==> src/design/mem_op_pkg.sv <==
package mem_op_pkg;

    // Operation as seen by the memory stage
    typedef enum logic [3:0] {
        OP_NOP   = 4'd0,
        // Non-memory result that passes through unchanged
        OP_ALU   = 4'd1,
        OP_LD_B  = 4'd2,
        OP_LD_BU = 4'd3,
        OP_LD_H  = 4'd4,
        OP_LD_HU = 4'd5,
        OP_LD_W  = 4'd6,
        OP_ST_B  = 4'd7,
        OP_ST_H  = 4'd8,
        OP_ST_W  = 4'd9,
        OP_LL    = 4'd10,
        OP_SC    = 4'd11
    } mem_op_e;

    // Bit n enables byte n of the word
    localparam logic [3:0] SEL_BYTE0   = 4'b0001;
    localparam logic [3:0] SEL_BYTE1   = 4'b0010;
    localparam logic [3:0] SEL_BYTE2   = 4'b0100;
    localparam logic [3:0] SEL_BYTE3   = 4'b1000;

    // Halfword lanes
    localparam logic [3:0] SEL_HALF_LO = 4'b0011;
    localparam logic [3:0] SEL_HALF_HI = 4'b1100;

    localparam logic [3:0] SEL_WORD    = 4'b1111;

endpackage

==> src/design/pipeline_pkg.sv <==
package pipeline_pkg;

    // Execute to memory stage
    typedef struct packed {
        logic [31:0]         pc;
        mem_op_pkg::mem_op_e op;
        logic [31:0]         mem_addr;
        // Store source register
        logic [31:0]         reg2;
        logic                wreg;
        logic [4:0]          waddr;
        logic [31:0]         wdata;
        logic                excp;
        logic [9:0]          excp_num;
    } ex_mem_t;

    // Memory stage to writeback
    typedef struct packed {
        logic [31:0] pc;
        logic        wreg;
        logic [4:0]  waddr;
        logic [31:0] wdata;
        logic        excp;
        logic [9:0]  excp_num;
        logic [31:0] mem_addr;
        logic        is_load;
    } mem_wb_t;

    // Data cache request held until data_ok
    typedef struct packed {
        logic        ce;
        logic        we;
        logic [3:0]  sel;
        logic [31:0] addr;
        // Store data replicated over all lanes
        logic [31:0] data;
    } cache_req_t;

    // Bypass to dispatch and execute
    typedef struct packed {
        logic        is_load;
        logic        wreg;
        logic [4:0]  waddr;
        logic [31:0] wdata;
    } mem_fwd_t;

endpackage

==> src/design/stage_reg.sv <==
`timescale 1ns/1ps

module stage_reg #(
    parameter type payload_t = logic [31:0]
) (
    input  logic     clk_i,
    input  logic     arst_n_i,
    input  logic     en_i,
    input  logic     valid_i,
    input  payload_t data_i,
    output logic     valid_o,
    output payload_t data_o
);

    logic     valid_q;
    payload_t data_q;

    always_ff @(posedge clk_i or negedge arst_n_i) begin
        if (!arst_n_i) begin
            valid_q <= 1'b0;
        end else if (en_i) begin
            valid_q <= valid_i;
        end
    end

    // Bubbles leave the payload alone
    always_ff @(posedge clk_i) begin
        if (en_i && valid_i) begin
            data_q <= data_i;
        end
    end

    assign valid_o = valid_q;
    assign data_o  = data_q;

    a_payload_known: assert property (@(posedge clk_i) disable iff (!arst_n_i)
        valid_o |-> !$isunknown(data_o))
        else $error("stage_reg: unknown payload while valid");

endmodule

==> src/design/mem_access.sv <==
`timescale 1ns/1ps

module mem_access (
    input  logic                     clk_i,
    input  logic                     arst_n_i,
    input  logic                     valid_i,
    input  pipeline_pkg::ex_mem_t    data_i,
    output pipeline_pkg::cache_req_t cache_req_o,
    input  logic [31:0]              cache_rdata_i,
    input  logic                     data_ok_i,
    output logic                     stall_o,
    output logic                     valid_o,
    output pipeline_pkg::mem_wb_t    data_o,
    output pipeline_pkg::mem_fwd_t   fwd_o
);

    import mem_op_pkg::*;
    import pipeline_pkg::*;

    mem_op_e     op;
    logic [1:0]  offset;
    logic        is_load;
    logic        is_store;
    logic        is_signed;
    logic        aligned;
    logic [3:0]  sel;
    logic [31:0] st_data;
    logic        issue;
    logic        done;
    logic        ll_bit_q;
    logic [7:0]  lane_byte;
    logic [15:0] lane_half;
    logic [31:0] ld_data;

    assign op     = data_i.op;
    assign offset = data_i.mem_addr[1:0];

    // Decode, lane select and store data replication
    always_comb begin
        is_load   = 1'b0;
        is_store  = 1'b0;
        is_signed = 1'b0;
        aligned   = 1'b1;
        sel       = 4'b0000;
        st_data   = data_i.reg2;
        case (op)
            OP_LD_B, OP_LD_BU, OP_ST_B: begin
                is_load   = (op != OP_ST_B);
                is_store  = (op == OP_ST_B);
                is_signed = (op == OP_LD_B);
                st_data   = {4{data_i.reg2[7:0]}};
                case (offset)
                    2'd0: sel = SEL_BYTE0;
                    2'd1: sel = SEL_BYTE1;
                    2'd2: sel = SEL_BYTE2;
                    default: sel = SEL_BYTE3;
                endcase
            end
            OP_LD_H, OP_LD_HU, OP_ST_H: begin
                is_load   = (op != OP_ST_H);
                is_store  = (op == OP_ST_H);
                is_signed = (op == OP_LD_H);
                st_data   = {2{data_i.reg2[15:0]}};
                case (offset)
                    2'd0: sel = SEL_HALF_LO;
                    2'd2: sel = SEL_HALF_HI;
                    default: aligned = 1'b0;
                endcase
            end
            OP_LD_W, OP_LL: begin
                is_load = 1'b1;
                sel     = SEL_WORD;
                aligned = (offset == 2'd0);
            end
            OP_ST_W: begin
                is_store = 1'b1;
                sel      = SEL_WORD;
                aligned  = (offset == 2'd0);
            end
            OP_SC: begin
                // Result only known here, so it forwards like a load
                is_load  = 1'b1;
                is_store = 1'b1;
                sel      = SEL_WORD;
                aligned  = (offset == 2'd0);
            end
            default: ;
        endcase
    end

    // SC without a live reservation never reaches the cache
    assign issue = valid_i && !data_i.excp && (is_load || is_store) && aligned
                   && (op != OP_SC || ll_bit_q);
    assign done    = issue && data_ok_i;
    assign stall_o = issue && !data_ok_i;
    assign valid_o = valid_i && !stall_o;

    always_comb begin
        cache_req_o.ce   = issue;
        cache_req_o.we   = issue && is_store;
        cache_req_o.sel  = issue ? sel : 4'b0000;
        cache_req_o.addr = data_i.mem_addr;
        cache_req_o.data = st_data;
    end

    // Load alignment
    assign lane_byte = cache_rdata_i[{offset, 3'b000} +: 8];
    assign lane_half = cache_rdata_i[{offset[1], 4'b0000} +: 16];

    always_comb begin
        case (op)
            OP_LD_B, OP_LD_BU: ld_data = {{24{is_signed & lane_byte[7]}}, lane_byte};
            OP_LD_H, OP_LD_HU: ld_data = {{16{is_signed & lane_half[15]}}, lane_half};
            default:           ld_data = cache_rdata_i;
        endcase
    end

    always_ff @(posedge clk_i or negedge arst_n_i) begin
        if (!arst_n_i) begin
            ll_bit_q <= 1'b0;
        end else if (done && op == OP_LL) begin
            ll_bit_q <= 1'b1;
        end else if (done && op == OP_SC) begin
            ll_bit_q <= 1'b0;
        end
    end

    always_comb begin
        data_o.pc       = data_i.pc;
        data_o.wreg     = data_i.wreg;
        data_o.waddr    = data_i.waddr;
        data_o.wdata    = data_i.wdata;
        data_o.excp     = data_i.excp;
        data_o.excp_num = data_i.excp_num;
        data_o.mem_addr = data_i.mem_addr;
        data_o.is_load  = is_load;
        if (data_i.excp) begin
            data_o.wreg = 1'b0;
        end else if (op == OP_SC) begin
            data_o.wreg  = 1'b1;
            data_o.wdata = {31'd0, issue};
        end else if (is_load) begin
            // misaligned loads write back zero
            data_o.wreg  = 1'b1;
            data_o.wdata = aligned ? ld_data : 32'd0;
        end
    end

    always_comb begin
        fwd_o.is_load = data_o.is_load;
        fwd_o.wreg    = valid_i && data_o.wreg;
        fwd_o.waddr   = data_o.waddr;
        fwd_o.wdata   = data_o.wdata;
    end

    // Upstream register must hold the instruction for the whole wait
    a_req_stable: assert property (@(posedge clk_i) disable iff (!arst_n_i)
        stall_o |=> $stable(cache_req_o))
        else $error("mem_access: cache request changed while stalled");

    a_sel_nonzero: assert property (@(posedge clk_i) disable iff (!arst_n_i)
        cache_req_o.ce |-> cache_req_o.sel != 4'b0000)
        else $error("mem_access: cache enabled with empty byte select");

endmodule

==> src/design/mem_subsys_top.sv <==
`timescale 1ns/1ps

module mem_subsys_top (
    input  logic                     clk_i,
    input  logic                     arst_n_i,
    input  logic                     ex_valid_i,
    input  pipeline_pkg::ex_mem_t    ex_data_i,
    output logic                     stall_o,
    output pipeline_pkg::cache_req_t cache_req_o,
    input  logic [31:0]              cache_rdata_i,
    input  logic                     data_ok_i,
    output logic                     wb_valid_o,
    output pipeline_pkg::mem_wb_t    wb_data_o,
    output pipeline_pkg::mem_fwd_t   fwd_o
);

    import pipeline_pkg::*;

    logic    mem_valid;
    ex_mem_t mem_data;
    logic    res_valid;
    mem_wb_t res_data;

    // EX/MEM holds while the memory stage waits on the cache
    stage_reg #(
        .payload_t(ex_mem_t)
    ) ex_mem_reg_i (
        .clk_i    (clk_i),
        .arst_n_i (arst_n_i),
        .en_i     (!stall_o),
        .valid_i  (ex_valid_i),
        .data_i   (ex_data_i),
        .valid_o  (mem_valid),
        .data_o   (mem_data)
    );

    mem_access mem_access_i (
        .clk_i         (clk_i),
        .arst_n_i      (arst_n_i),
        .valid_i       (mem_valid),
        .data_i        (mem_data),
        .cache_req_o   (cache_req_o),
        .cache_rdata_i (cache_rdata_i),
        .data_ok_i     (data_ok_i),
        .stall_o       (stall_o),
        .valid_o       (res_valid),
        .data_o        (res_data),
        .fwd_o         (fwd_o)
    );

    // res_valid is already low during a stall, so a bubble enters
    stage_reg #(
        .payload_t(mem_wb_t)
    ) mem_wb_reg_i (
        .clk_i    (clk_i),
        .arst_n_i (arst_n_i),
        .en_i     (1'b1),
        .valid_i  (res_valid),
        .data_i   (res_data),
        .valid_o  (wb_valid_o),
        .data_o   (wb_data_o)
    );

endmodule

==> config.mk <==
export PLATFORM = sky130hd
export DESIGN_NAME = mem_subsys_top
export DESIGN_NICKNAME = d
export VERILOG_FILES = /design/src/design/mem_op_pkg.sv /design/src/design/pipeline_pkg.sv /design/src/design/stage_reg.sv /design/src/design/mem_access.sv /design/src/design/mem_subsys_top.sv
export SDC_FILE = /design/constraint.sdc
export NUM_CORES = 1
export LEC_CHECK = 0
export BUFFER_PORTS_ARGS = -buffer_cell sky130_fd_sc_hd__buf_4
export CORE_UTILIZATION = 30
export CTS_CLUSTER_DIAMETER = 200
export DETAILED_ROUTE_END_ITERATION = 16
export PLACE_DENSITY_LB_ADDON = 0.25
export SLEW_MARGIN = 20
export SYNTH_ARGS = -nofsm -noshare
export SYNTH_HDL_FRONTEND = slang
export SYNTH_SLANG_ARGS = --single-unit
==> constraint.sdc <==
create_clock -name clk_i -period 6.1 [get_ports clk_i]
set_clock_uncertainty 0.05 [all_clocks]
set_input_delay 0 -clock clk_i [delete_from_list [all_inputs] [get_ports clk_i]]
set_output_delay 0 -clock clk_i [all_outputs]
set_load 0.02 [all_outputs]
==> out/results.tsv, run 1 <==
metric	value	unit
cts.htree.levels	1	
grt_pass1_wl	44100	um
track_usage	16.2	%
fin_crit	4.23	ns
grt_start_max_net_pins	80	
core	33900	um2
combPwrFrac	16.6	%
crit_buf_inv	1	
ir_worst_vdd	0.224	mV
vias	7132	
fin_tns_setup	0	ns
hold_viol	0	
die_h	188	um
synthDistinctLibCells	56	
drt_wl_total	29900	um
mostFrequentLayoutCell	buf_4	
endpoint_kind	primary output	
critical_path_required	6.05	ns
drc	0	
cts-resized-gates	0	
synthArstFlopShare	1.13	%
grt_pass1_vias	7474	
hpwl	20800	um
avgSynthCellArea	16.6	um2
synth_top_flop_cell	edfxtp_1	
fin_nets	1330	
rsz0062_at_grt	no	
syn_nets	813	
die_x	188	um
dieArea	35500	um2
cts_buffers	29	
post_drt_wl_per_cell	18.5	um
path_class	flop to primary output	
netlist.area_leader.share	75.7	%
drt-initial-drc-count	388	
post-place-ws	2.25	ns
critPathLaunchType	flop	
yosysWarnings	0	
dpl.cell_count	1389	
worstPathCellList	or2_0, a21o_1, a21oi_1, nand3_1, o21ai_0, buf_4	
power_frac_clock	35.6	%
clk_pin_slew_worst_paths	0.06	ns
yosys.area.top_type	edfxtp_1	
synth_seq_cells	266	
setup_viol	0	
port_buffers	409	
final_cell_mix	416 x buf_4, 263 x edfxtp_1, 173 x dlygate4sd3_1, 47 x nand2_1, 44 x a21oi_1	
fmax	236	MHz
cts_buffer_depth	3	
crit_family	compound AO/OA/AOI/OAI gates	
antenna_found_initial	1	
post-cts-setup-buffers	0	
first_pass_iters	4	
switchingPower	0.00118	W
status	completed	
synth_cells	628	
hold_path_class	primary input to flop	
cts_root_buf	clkbuf_16	
insertion_delay	0.56	ns
place_congestion	0.828	
switching_share	25.2	%
area_growth	53.8	%
start_util	30.8	%
power-per-cell-area	291	nW/um2
grt-ovfl-total	0	
cts_tree	built	
period_share	69.3	%
final_layout_size_suffix_gt1_share	42.6	%
p_total	0.00467	W
io_pins	410	
slew_viol_final	0	
leakage	6.49	nW
seqPwrFrac	47.8	%
worst_slack	1.87	ns
max_stage_delay	0.87	ns
rows	67	
viasPerCell	4.41	
intPower	0.00349	W
worstMarginPinSlew	1.09	ns
cts-hold-fix-buffers	173	
ys_seq_area_share	76.4	%
arrival	4.18	ns
drv_cap	0	
synth_area_leaders	edfxtp_1 76%, buf_4 5.7%, a21oi_1 2.1%, mux2_2 1.7%, nand2_1 1.7%	
cpMaxStageDelayCell	nand3_1	
fin_cells	1617	
synth_edf_count	263	
netlist_area	10400	um2
clock-sinks	266	
ant_nets	0	
critPathMaxFanout	20	
slew-limit-headroom	27.3	%
==> per-stage QoR <==
stage,instance area [um2],hold slack [ns],utilization (%)
after global routing,16000,0.0278,47.4
after CTS,16000,0.00167,47.4
after floorplan,10400,-0.346,-
after global placement,13400,-0.253,39.6
final,16000,0.0126,47.4
after detailed placement,13400,-0.253,39.6
==> cell families after synthesis <==
kind of cell	synth area share, %
mux	4.49
compound gates	6.96
xor+xnor	0.168
buf+inv	7.17
flops	76.4
simple gates	4.80
==> per-layer routing <==
metal,part of all wire [%],GRT usage [%]
met4,2.6,4.47
met1,37,18.0
met3,8.4,4.75
met2,52,30.0
met5,0,0
==> power by group through the flow <==
stage / sequential, W / clock [W] / combinational [W]
6_report: 0.00223 / 0.00166 / 0.000775
5_1_grt: 0.00224 / 0.00178 / 0.000825
4_1_cts: 0.00223 / 0.00171 / 0.000784
3_5_place_dp: 0.00227 / 0 / 0.000689
3_3_place_gp: 0.00226 / 0 / 0.000686
2_1_floorplan: 0.00234 / 0 / 0.000309
==> cell type report <==
type | count | area [um2]
Clock buffer | 31 | 733
Inverter | 8 | 30.0
Multi-Input combinational cell | 251 | 1730
Sequential cell | 266 | 7970
Fill cell | 3001 | 17800
Tap cell | 448 | 561
Timing Repair Buffer | 589 | 4850
Clock inverter | 23 | 169
Antenna cell | 1 | 2.50
==> state kept, by name, indices dropped and copies added (netlist names) <==
register,flops
ex_mem_reg_i.data_o,149
mem_wb_reg_i.data_o,114
ex_mem_reg_i.valid_o,1
mem_access_i.ll_bit_q,1
mem_wb_reg_i.valid_o,1
==> final timing paths <==
kind	cells past startpoint	end	start	slack, ns
max	6	fwd_o[26]	ex_mem_reg_i.data_o[114]	1.87
min	4	mem_wb_reg_i.data_o[59]	cache_rdata_i[15]	0.01
max reg2reg	6	mem_wb_reg_i.data_o[93]	ex_mem_reg_i.data_o[114]	2.21
min reg2reg	0	mem_wb_reg_i.data_o[100]	ex_mem_reg_i.data_o[135]	0.37
max in group asynchronous	3	mem_access_i.ll_bit_q	arst_n_i	5.56
min in group asynchronous	3	ex_mem_reg_i.valid_o	arst_n_i	0.29
==> cell usage after synthesis (2+ instances only) <==
| master | n |
|---|---|
| clkbuf_1 | 4 |
| nand3_1 | 2 |
| and2b_1 | 3 |
| nor2b_1 | 4 |
| edfxtp_1 | 263 |
| buf_2 | 15 |
| a221o_1 | 2 |
| o31ai_1 | 2 |
| buf_4 | 79 |
| inv_1 | 7 |
| dfrtp_1 | 3 |
| or2_2 | 2 |
| mux2_2 | 16 |
| mux2i_1 | 10 |
| nand2_1 | 47 |
| o21ai_0 | 22 |
| o21a_1 | 3 |
| a32oi_1 | 9 |
| a2bb2oi_1 | 2 |
| nor2_1 | 15 |
| buf_1 | 2 |
| nand2b_1 | 14 |
| a22oi_1 | 12 |
| buf_6 | 2 |
| a21oi_1 | 44 |
| mux4_2 | 7 |
| a22o_1 | 5 |
| mux2_4 | 2 |
| nor3_1 | 2 |
| and2_1 | 2 |
==> worst register-to-register path: cells and delay by family, from the launching register on <==
family,cells,cell delay [ns]
AOI/OAI and AO/OA,3,1.46
and+or+nand+nor,2,0.74
DFF,1,0.66
buffers and inverters,1,0.50
Note: power is estimated with default switching activity, not from simulation.
==> run 2: changes to the inputs <==
==> constraint.sdc (replaced) <==
create_clock -name clk_i -period 4.3 [get_ports clk_i]
set_clock_uncertainty 0.05 [all_clocks]
set_input_delay 0 -clock clk_i [delete_from_list [all_inputs] [get_ports clk_i]]
set_output_delay 0 -clock clk_i [all_outputs]
set_load 0.02 [all_outputs]
==> run 2 against run 1 <==
Effect of this change:
- hold slack gained 0.0030 ns
- largest cell class unchanged
- non-clock buffer count grew 11
- setup slack lost 1.4 ns
- total power grew 47%
- sequential cell count is the same
- sequential share of layout area shrank 0.77 points
- cell count grew 0.99%
- first-iteration DRC count shrank 24%
- die area is the same
- final area grew 1.6%
- wire length grew 2.3%
==> out/results.tsv, run 2 (synthesis results as in run 1) <==
metric	value	unit
cts_root_buf	clkbuf_16	
multiInputGateArea	1730	um2
io_pins	410	
intPower	0.00514	W
fmax	263	MHz
slew-limit-headroom	39.9	%
seqCellArea	7970	um2
cpMaxStageDelayCell	edfxtp_1	
switchingPower	0.00171	W
fin_cells	1633	
leakage	6.59	nW
fin_crit	3.80	ns
route.met2.wl	15700	um
final_cell_mix	416 x buf_4, 263 x edfxtp_1, 180 x dlygate4sd3_1, 47 x nand2_1, 44 x a21oi_1	
start_util	30.8	%
dpl.cell_count	1393	
place_congestion	0.772	
power_frac_clock	37.5	%
cts_buffers	30	
worstPathCellList	nor3b_2, nand2_1, nand2b_1, nand3_1, o21ai_0, buf_4	
hold_viol	0	
fin_nets	1342	
viasPerCell	4.43	
grt_start_max_net_pins	50	
post-cts-setup-buffers	0	
grt-ovfl-total	0	
insertion_delay	0.56	ns
clock-sinks	266	
cts-hold-fix-buffers	180	
drv_cap	0	
vias	7231	
drt_wl_total	30600	um
critPathLaunchType	flop	
drc	0	
track_usage	16.8	%
largest_reg_flops	149	
status	completed	
nFillCells	2944	
power-per-cell-area	420	nW/um2
switching_share	25.0	%
combPwrFrac	16.4	%
ir_worst_vdd	0.333	mV
die_h	188	um
mostFrequentLayoutCell	buf_4	
port_buffers	409	
cts.htree.levels	1	
path_class	flop to primary output	
rsz0062_at_grt	no	
drt-initial-drc-count	293	
wl_met3	2300	um
setup_viol	0	
worstMarginPinSlew	0.899	ns
cts_tree	built	
cts_buffer_depth	3	
hold_slack	0.0156	ns
critPathMaxFanout	20	
core	33900	um2
wl_met1	11400	um
arrival	3.75	ns
max_stage_delay	0.79	ns
area_growth	56.2	%
hpwl	21100	um
dr.max_layer_used	met5	
fin_tns_setup	0	ns
fin_util	48.1	%
post_drt_wl_per_cell	18.7	um
ant_nets	0	
seqPwrFrac	46.1	%
critical_path_required	4.25	ns
die_x	188	um
antenna_found_initial	5	
endpoint_kind	primary output	
slew_viol_final	0	
grt_pass1_wl	45300	um
rows	67	
clk_pin_slew_worst_paths	0.06	ns
first_pass_iters	5	
p_total	0.00685	W
hold_path_class	primary input to flop	
dieArea	35500	um2
grt_pass1_vias	7765	
cts-resized-gates	0	
final_layout_size_suffix_gt1_share	42.4	%
period_share	88.4	%
## run 2: cell count changes in the layout (fill, tap and decap cells not counted), moves of 2 or more
cell,before,now
buf_12,0,4
dlygate4sd3_1,173,180
clkinv_1,9,7
clkbuf_1,2,7
bufinv_16,2,4
clkinv_2,9,3
inv_6,2,0
clkinv_4,1,4
diode_2,1,4
## run 2: layer usage
layer  global-route usage (%)  up-vias
met5                        0        -
met4                     6.42        2
li1                         -     3373
met2                     30.5      327
met1                     18.7     3470
met3                     4.27       59
## run 2: power by group through the flow
stage | Clock, W | Sequential, W | Combinational (W)
2_1_floorplan | 0 | 0.00332 | 0.000439
4_1_cts | 0.00263 | 0.00316 | 0.00113
5_1_grt | 0.00273 | 0.00318 | 0.00119
3_5_place_dp | 0 | 0.00321 | 0.000993
6_report | 0.00257 | 0.00316 | 0.00113
3_3_place_gp | 0 | 0.00321 | 0.000988
## run 2: critical path, delay by kind of cell, from the launching register on
family / cells / cell delay [ns]
flip-flops: 1 / 0.79
AO/OA/AOI/OAI: 1 / 0.55
buffers and inverters: 1 / 0.22
AND/OR/NAND/NOR: 4 / 1.62
## run 2: final cells by class
| type | count | share of cell area [%] |
|---|---|---|
| flip-flops and latches | 266 | 48.9 |
| inverters | 8 | 0.184 |
| clock inverters | 19 | 1.33 |
| diodes | 4 | 0.0614 |
| clock buffers | 37 | 4.77 |
| repair buffers | 600 | 30.7 |
| multi-input cells | 251 | 10.6 |
| well taps | 448 | 3.44 |
## run 2: final timing paths
path                                                from                       to  slack [ns]  cells past startpoint
worst min register to register    ex_mem_reg_i.data_o[8]  mem_wb_reg_i.data_o[41]        0.37                      0
max in group asynchronous                       arst_n_i    mem_access_i.ll_bit_q        3.75                      3
worst max-delay path            ex_mem_reg_i.data_o[114]                fwd_o[20]        0.50                      6
worst min-delay path                   cache_rdata_i[10]  mem_wb_reg_i.data_o[54]        0.02                      4
min in group asynchronous                       arst_n_i     mem_wb_reg_i.valid_o        0.30                      3
worst max register to register  ex_mem_reg_i.data_o[114]  mem_wb_reg_i.data_o[64]        1.05                      5
## run 2: stage by stage
| step | setup slack [ns] | instance area (um2) |
|---|---|---|
| floorplan | 0.00527 | 10400 |
| global placement | 1.20 | 13500 |
| detailed placement | 1.07 | 13500 |
| CTS | 0.459 | 16300 |
| global route | 0.198 | 16300 |
| finish | 0.497 | 16300 |
==> run 3: changes to the inputs <==
--- a/config.mk
+++ b/config.mk
@@ -6,10 +6,12 @@
 export NUM_CORES = 1
 export LEC_CHECK = 0
 export BUFFER_PORTS_ARGS = -buffer_cell sky130_fd_sc_hd__buf_4
-export CORE_UTILIZATION = 30
+export CORE_AREA = 2 2 158 160
 export CTS_CLUSTER_DIAMETER = 200
 export DETAILED_ROUTE_END_ITERATION = 16
+export DIE_AREA = 0 0 160 162
 export PLACE_DENSITY_LB_ADDON = 0.25
+export SKIP_CTS_REPAIR_TIMING = 1
 export SLEW_MARGIN = 20
 export SYNTH_ARGS = -nofsm -noshare
 export SYNTH_HDL_FRONTEND = slang
==> run 3 against run 2 <==
Effect of this change:
- the run now ends with negative hold slack left
- sequential cell count stayed put
- largest cell class unchanged
- setup slack gained 0.32 ns
- wire length fell by 3.8%
- register-to-register slack better by 0.09 ns
- via count increased by 0.32%
- utilization is 18 points higher
- global-route usage rose by 2.8 points
- highest routed layer is now met4
- cell count is 8.3% lower
- total power fell by 2.0%
- count of clock-buffer cells in the layout is 6 lower
==> out/results.tsv, run 3 (synthesis results as in run 1) <==
metric	value	unit
setup_viol	0	
viasPerCell	4.85	
status	finished with violations	
ff2ff_path_depth	7	
r2r-start	ex_mem_reg_i.data_o[81]	
rsz0062_at_grt	no	
grt_start_max_net_pins	54	
critical_path_required	4.25	ns
ir_worst_vdd	0.342	mV
endpoint	fwd_o[24]	
drt-initial-drc-count	517	
r2r_setup_slack	1.14	ns
cts.htree.levels	1	
mostFrequentLayoutCell	buf_4	
slew_viol_final	0	
combPwrFrac	16.5	%
die_x	160	um
clk_pin_slew_worst_paths	0.06	ns
hold_viol	2	
final_layout_size_suffix_gt1_share	43.1	%
first_pass_iters	5	
dieArea	25900	um2
holdPathStages	3	
final_cell_mix	421 x buf_4, 263 x edfxtp_1, 173 x dlygate4sd3_1, 47 x nand2_1, 44 x a21oi_1	
fin_crit	3.48	ns
fin_cells	1497	
switchingPower	0.00166	W
fin_tns_setup	0	ns
intPower	0.00505	W
slew-limit-headroom	44.6	%
path_class	flop to primary output	
core	24100	um2
endpoint_kind	primary output	
grt-ovfl-total	0	
hold_slack	-0.0473	ns
crit_start	ex_mem_reg_i.data_o[114]	
insertion_delay	0.55	ns
reg2reg_to	ex_mem_reg_i.data_o[87]	
worstMarginPinSlew	0.831	ns
vias	7254	
ant_nets	0	
cts_buffers	28	
hold_path_class	primary input to flop	
track_usage	19.5	%
cts_root_buf	clkbuf_16	
grt_pass1_wl	38500	um
period_share	80.9	%
violations	negative hold slack	
fmax	288	MHz
drt_wl_total	29400	um
largest_reg_flops	149	
drv_cap	0	
leakage	6.54	nW
fin_nets	1335	
port_buffers	409	
rows	57	
cts_buffer_depth	3	
critPathLaunchType	flop	
start_util	43.3	%
seqPwrFrac	47.1	%
dpl.cell_count	1271	
die_h	162	um
clock-sinks	266	
hpwl	19800	um
io_pins	410	
cts_tree	built	
place_congestion	0.880	
power_frac_clock	36.4	%
drc	0	
post_drt_wl_per_cell	19.6	um
antenna_found_initial	1	
arrival	3.43	ns
area_growth	53.4	%
power-per-cell-area	420	nW/um2
critPathMaxFanout	20	
switching_share	24.8	%
grt_pass1_vias	6448	
## run 3: worst max-delay path: stages, from the launching register on
cell	delay, ns
edfxtp_1	0.75
nor3b_2	0.69
nand2_1	0.20
nand2b_1	0.13
nand3_1	0.42
o21ai_0	0.46
buf_4	0.21
## run 3: layer usage
| layer | track usage [%] | wire length, um | up-vias |
|---|---|---|---|
| met2 | 33.5 | 15400 | 328 |
| met4 | 6.80 | 756 | 0 |
| met3 | 5.69 | 2150 | 51 |
| met5 | 0 | 0 | - |
| li1 | - | - | 3345 |
| met1 | 23.8 | 11100 | 3530 |
## run 3: power by group through the flow
stage          registers [W]  clock network, W  logic (W)
4_1_cts              0.00316           0.00248   0.000970
3_3_place_gp         0.00321                 0   0.000962
2_1_floorplan        0.00332                 0   0.000439
6_report             0.00316           0.00244    0.00111
5_1_grt              0.00318           0.00260    0.00117
3_5_place_dp         0.00321                 0   0.000968
## run 3: worst min path at each step
stage / start / end / slack (ns)
finish: cache_rdata_i[22] / mem_wb_reg_i.data_o[66] / -0.05
global route: cache_rdata_i[24] / mem_wb_reg_i.data_o[68] / -0.004
CTS: arst_n_i / mem_wb_reg_i.valid_o / -0.84
detailed placement: arst_n_i / mem_wb_reg_i.valid_o / -0.26
global placement: arst_n_i / mem_wb_reg_i.valid_o / -0.25
floorplan: arst_n_i / ex_mem_reg_i.valid_o / -0.35
## run 3: through the flow
stage	total power, W	cell area (um2)	setup WS, ns	utilization [%]
6_report	0.00671	16000	0.822	66.4
5_1_grt	0.00695	16000	0.487	66.4
4_1_cts	0.00661	14300	0.801	59.2
3_5_place_dp	0.00418	13300	1.10	55.2
3_3_place_gp	0.00417	13300	1.19	55.2
2_1_floorplan	0.00376	10400	0.00527	-
## run 3: layout make-up
cell class	instances	area, um2
antenna	2	5.00
clock buffer	31	712
clock inverter	20	234
fill	1695	8110
inverter	8	30.0
multi-input combinational	251	1730
sequential	266	7970
tap	324	405
timing repair buffer	595	4910
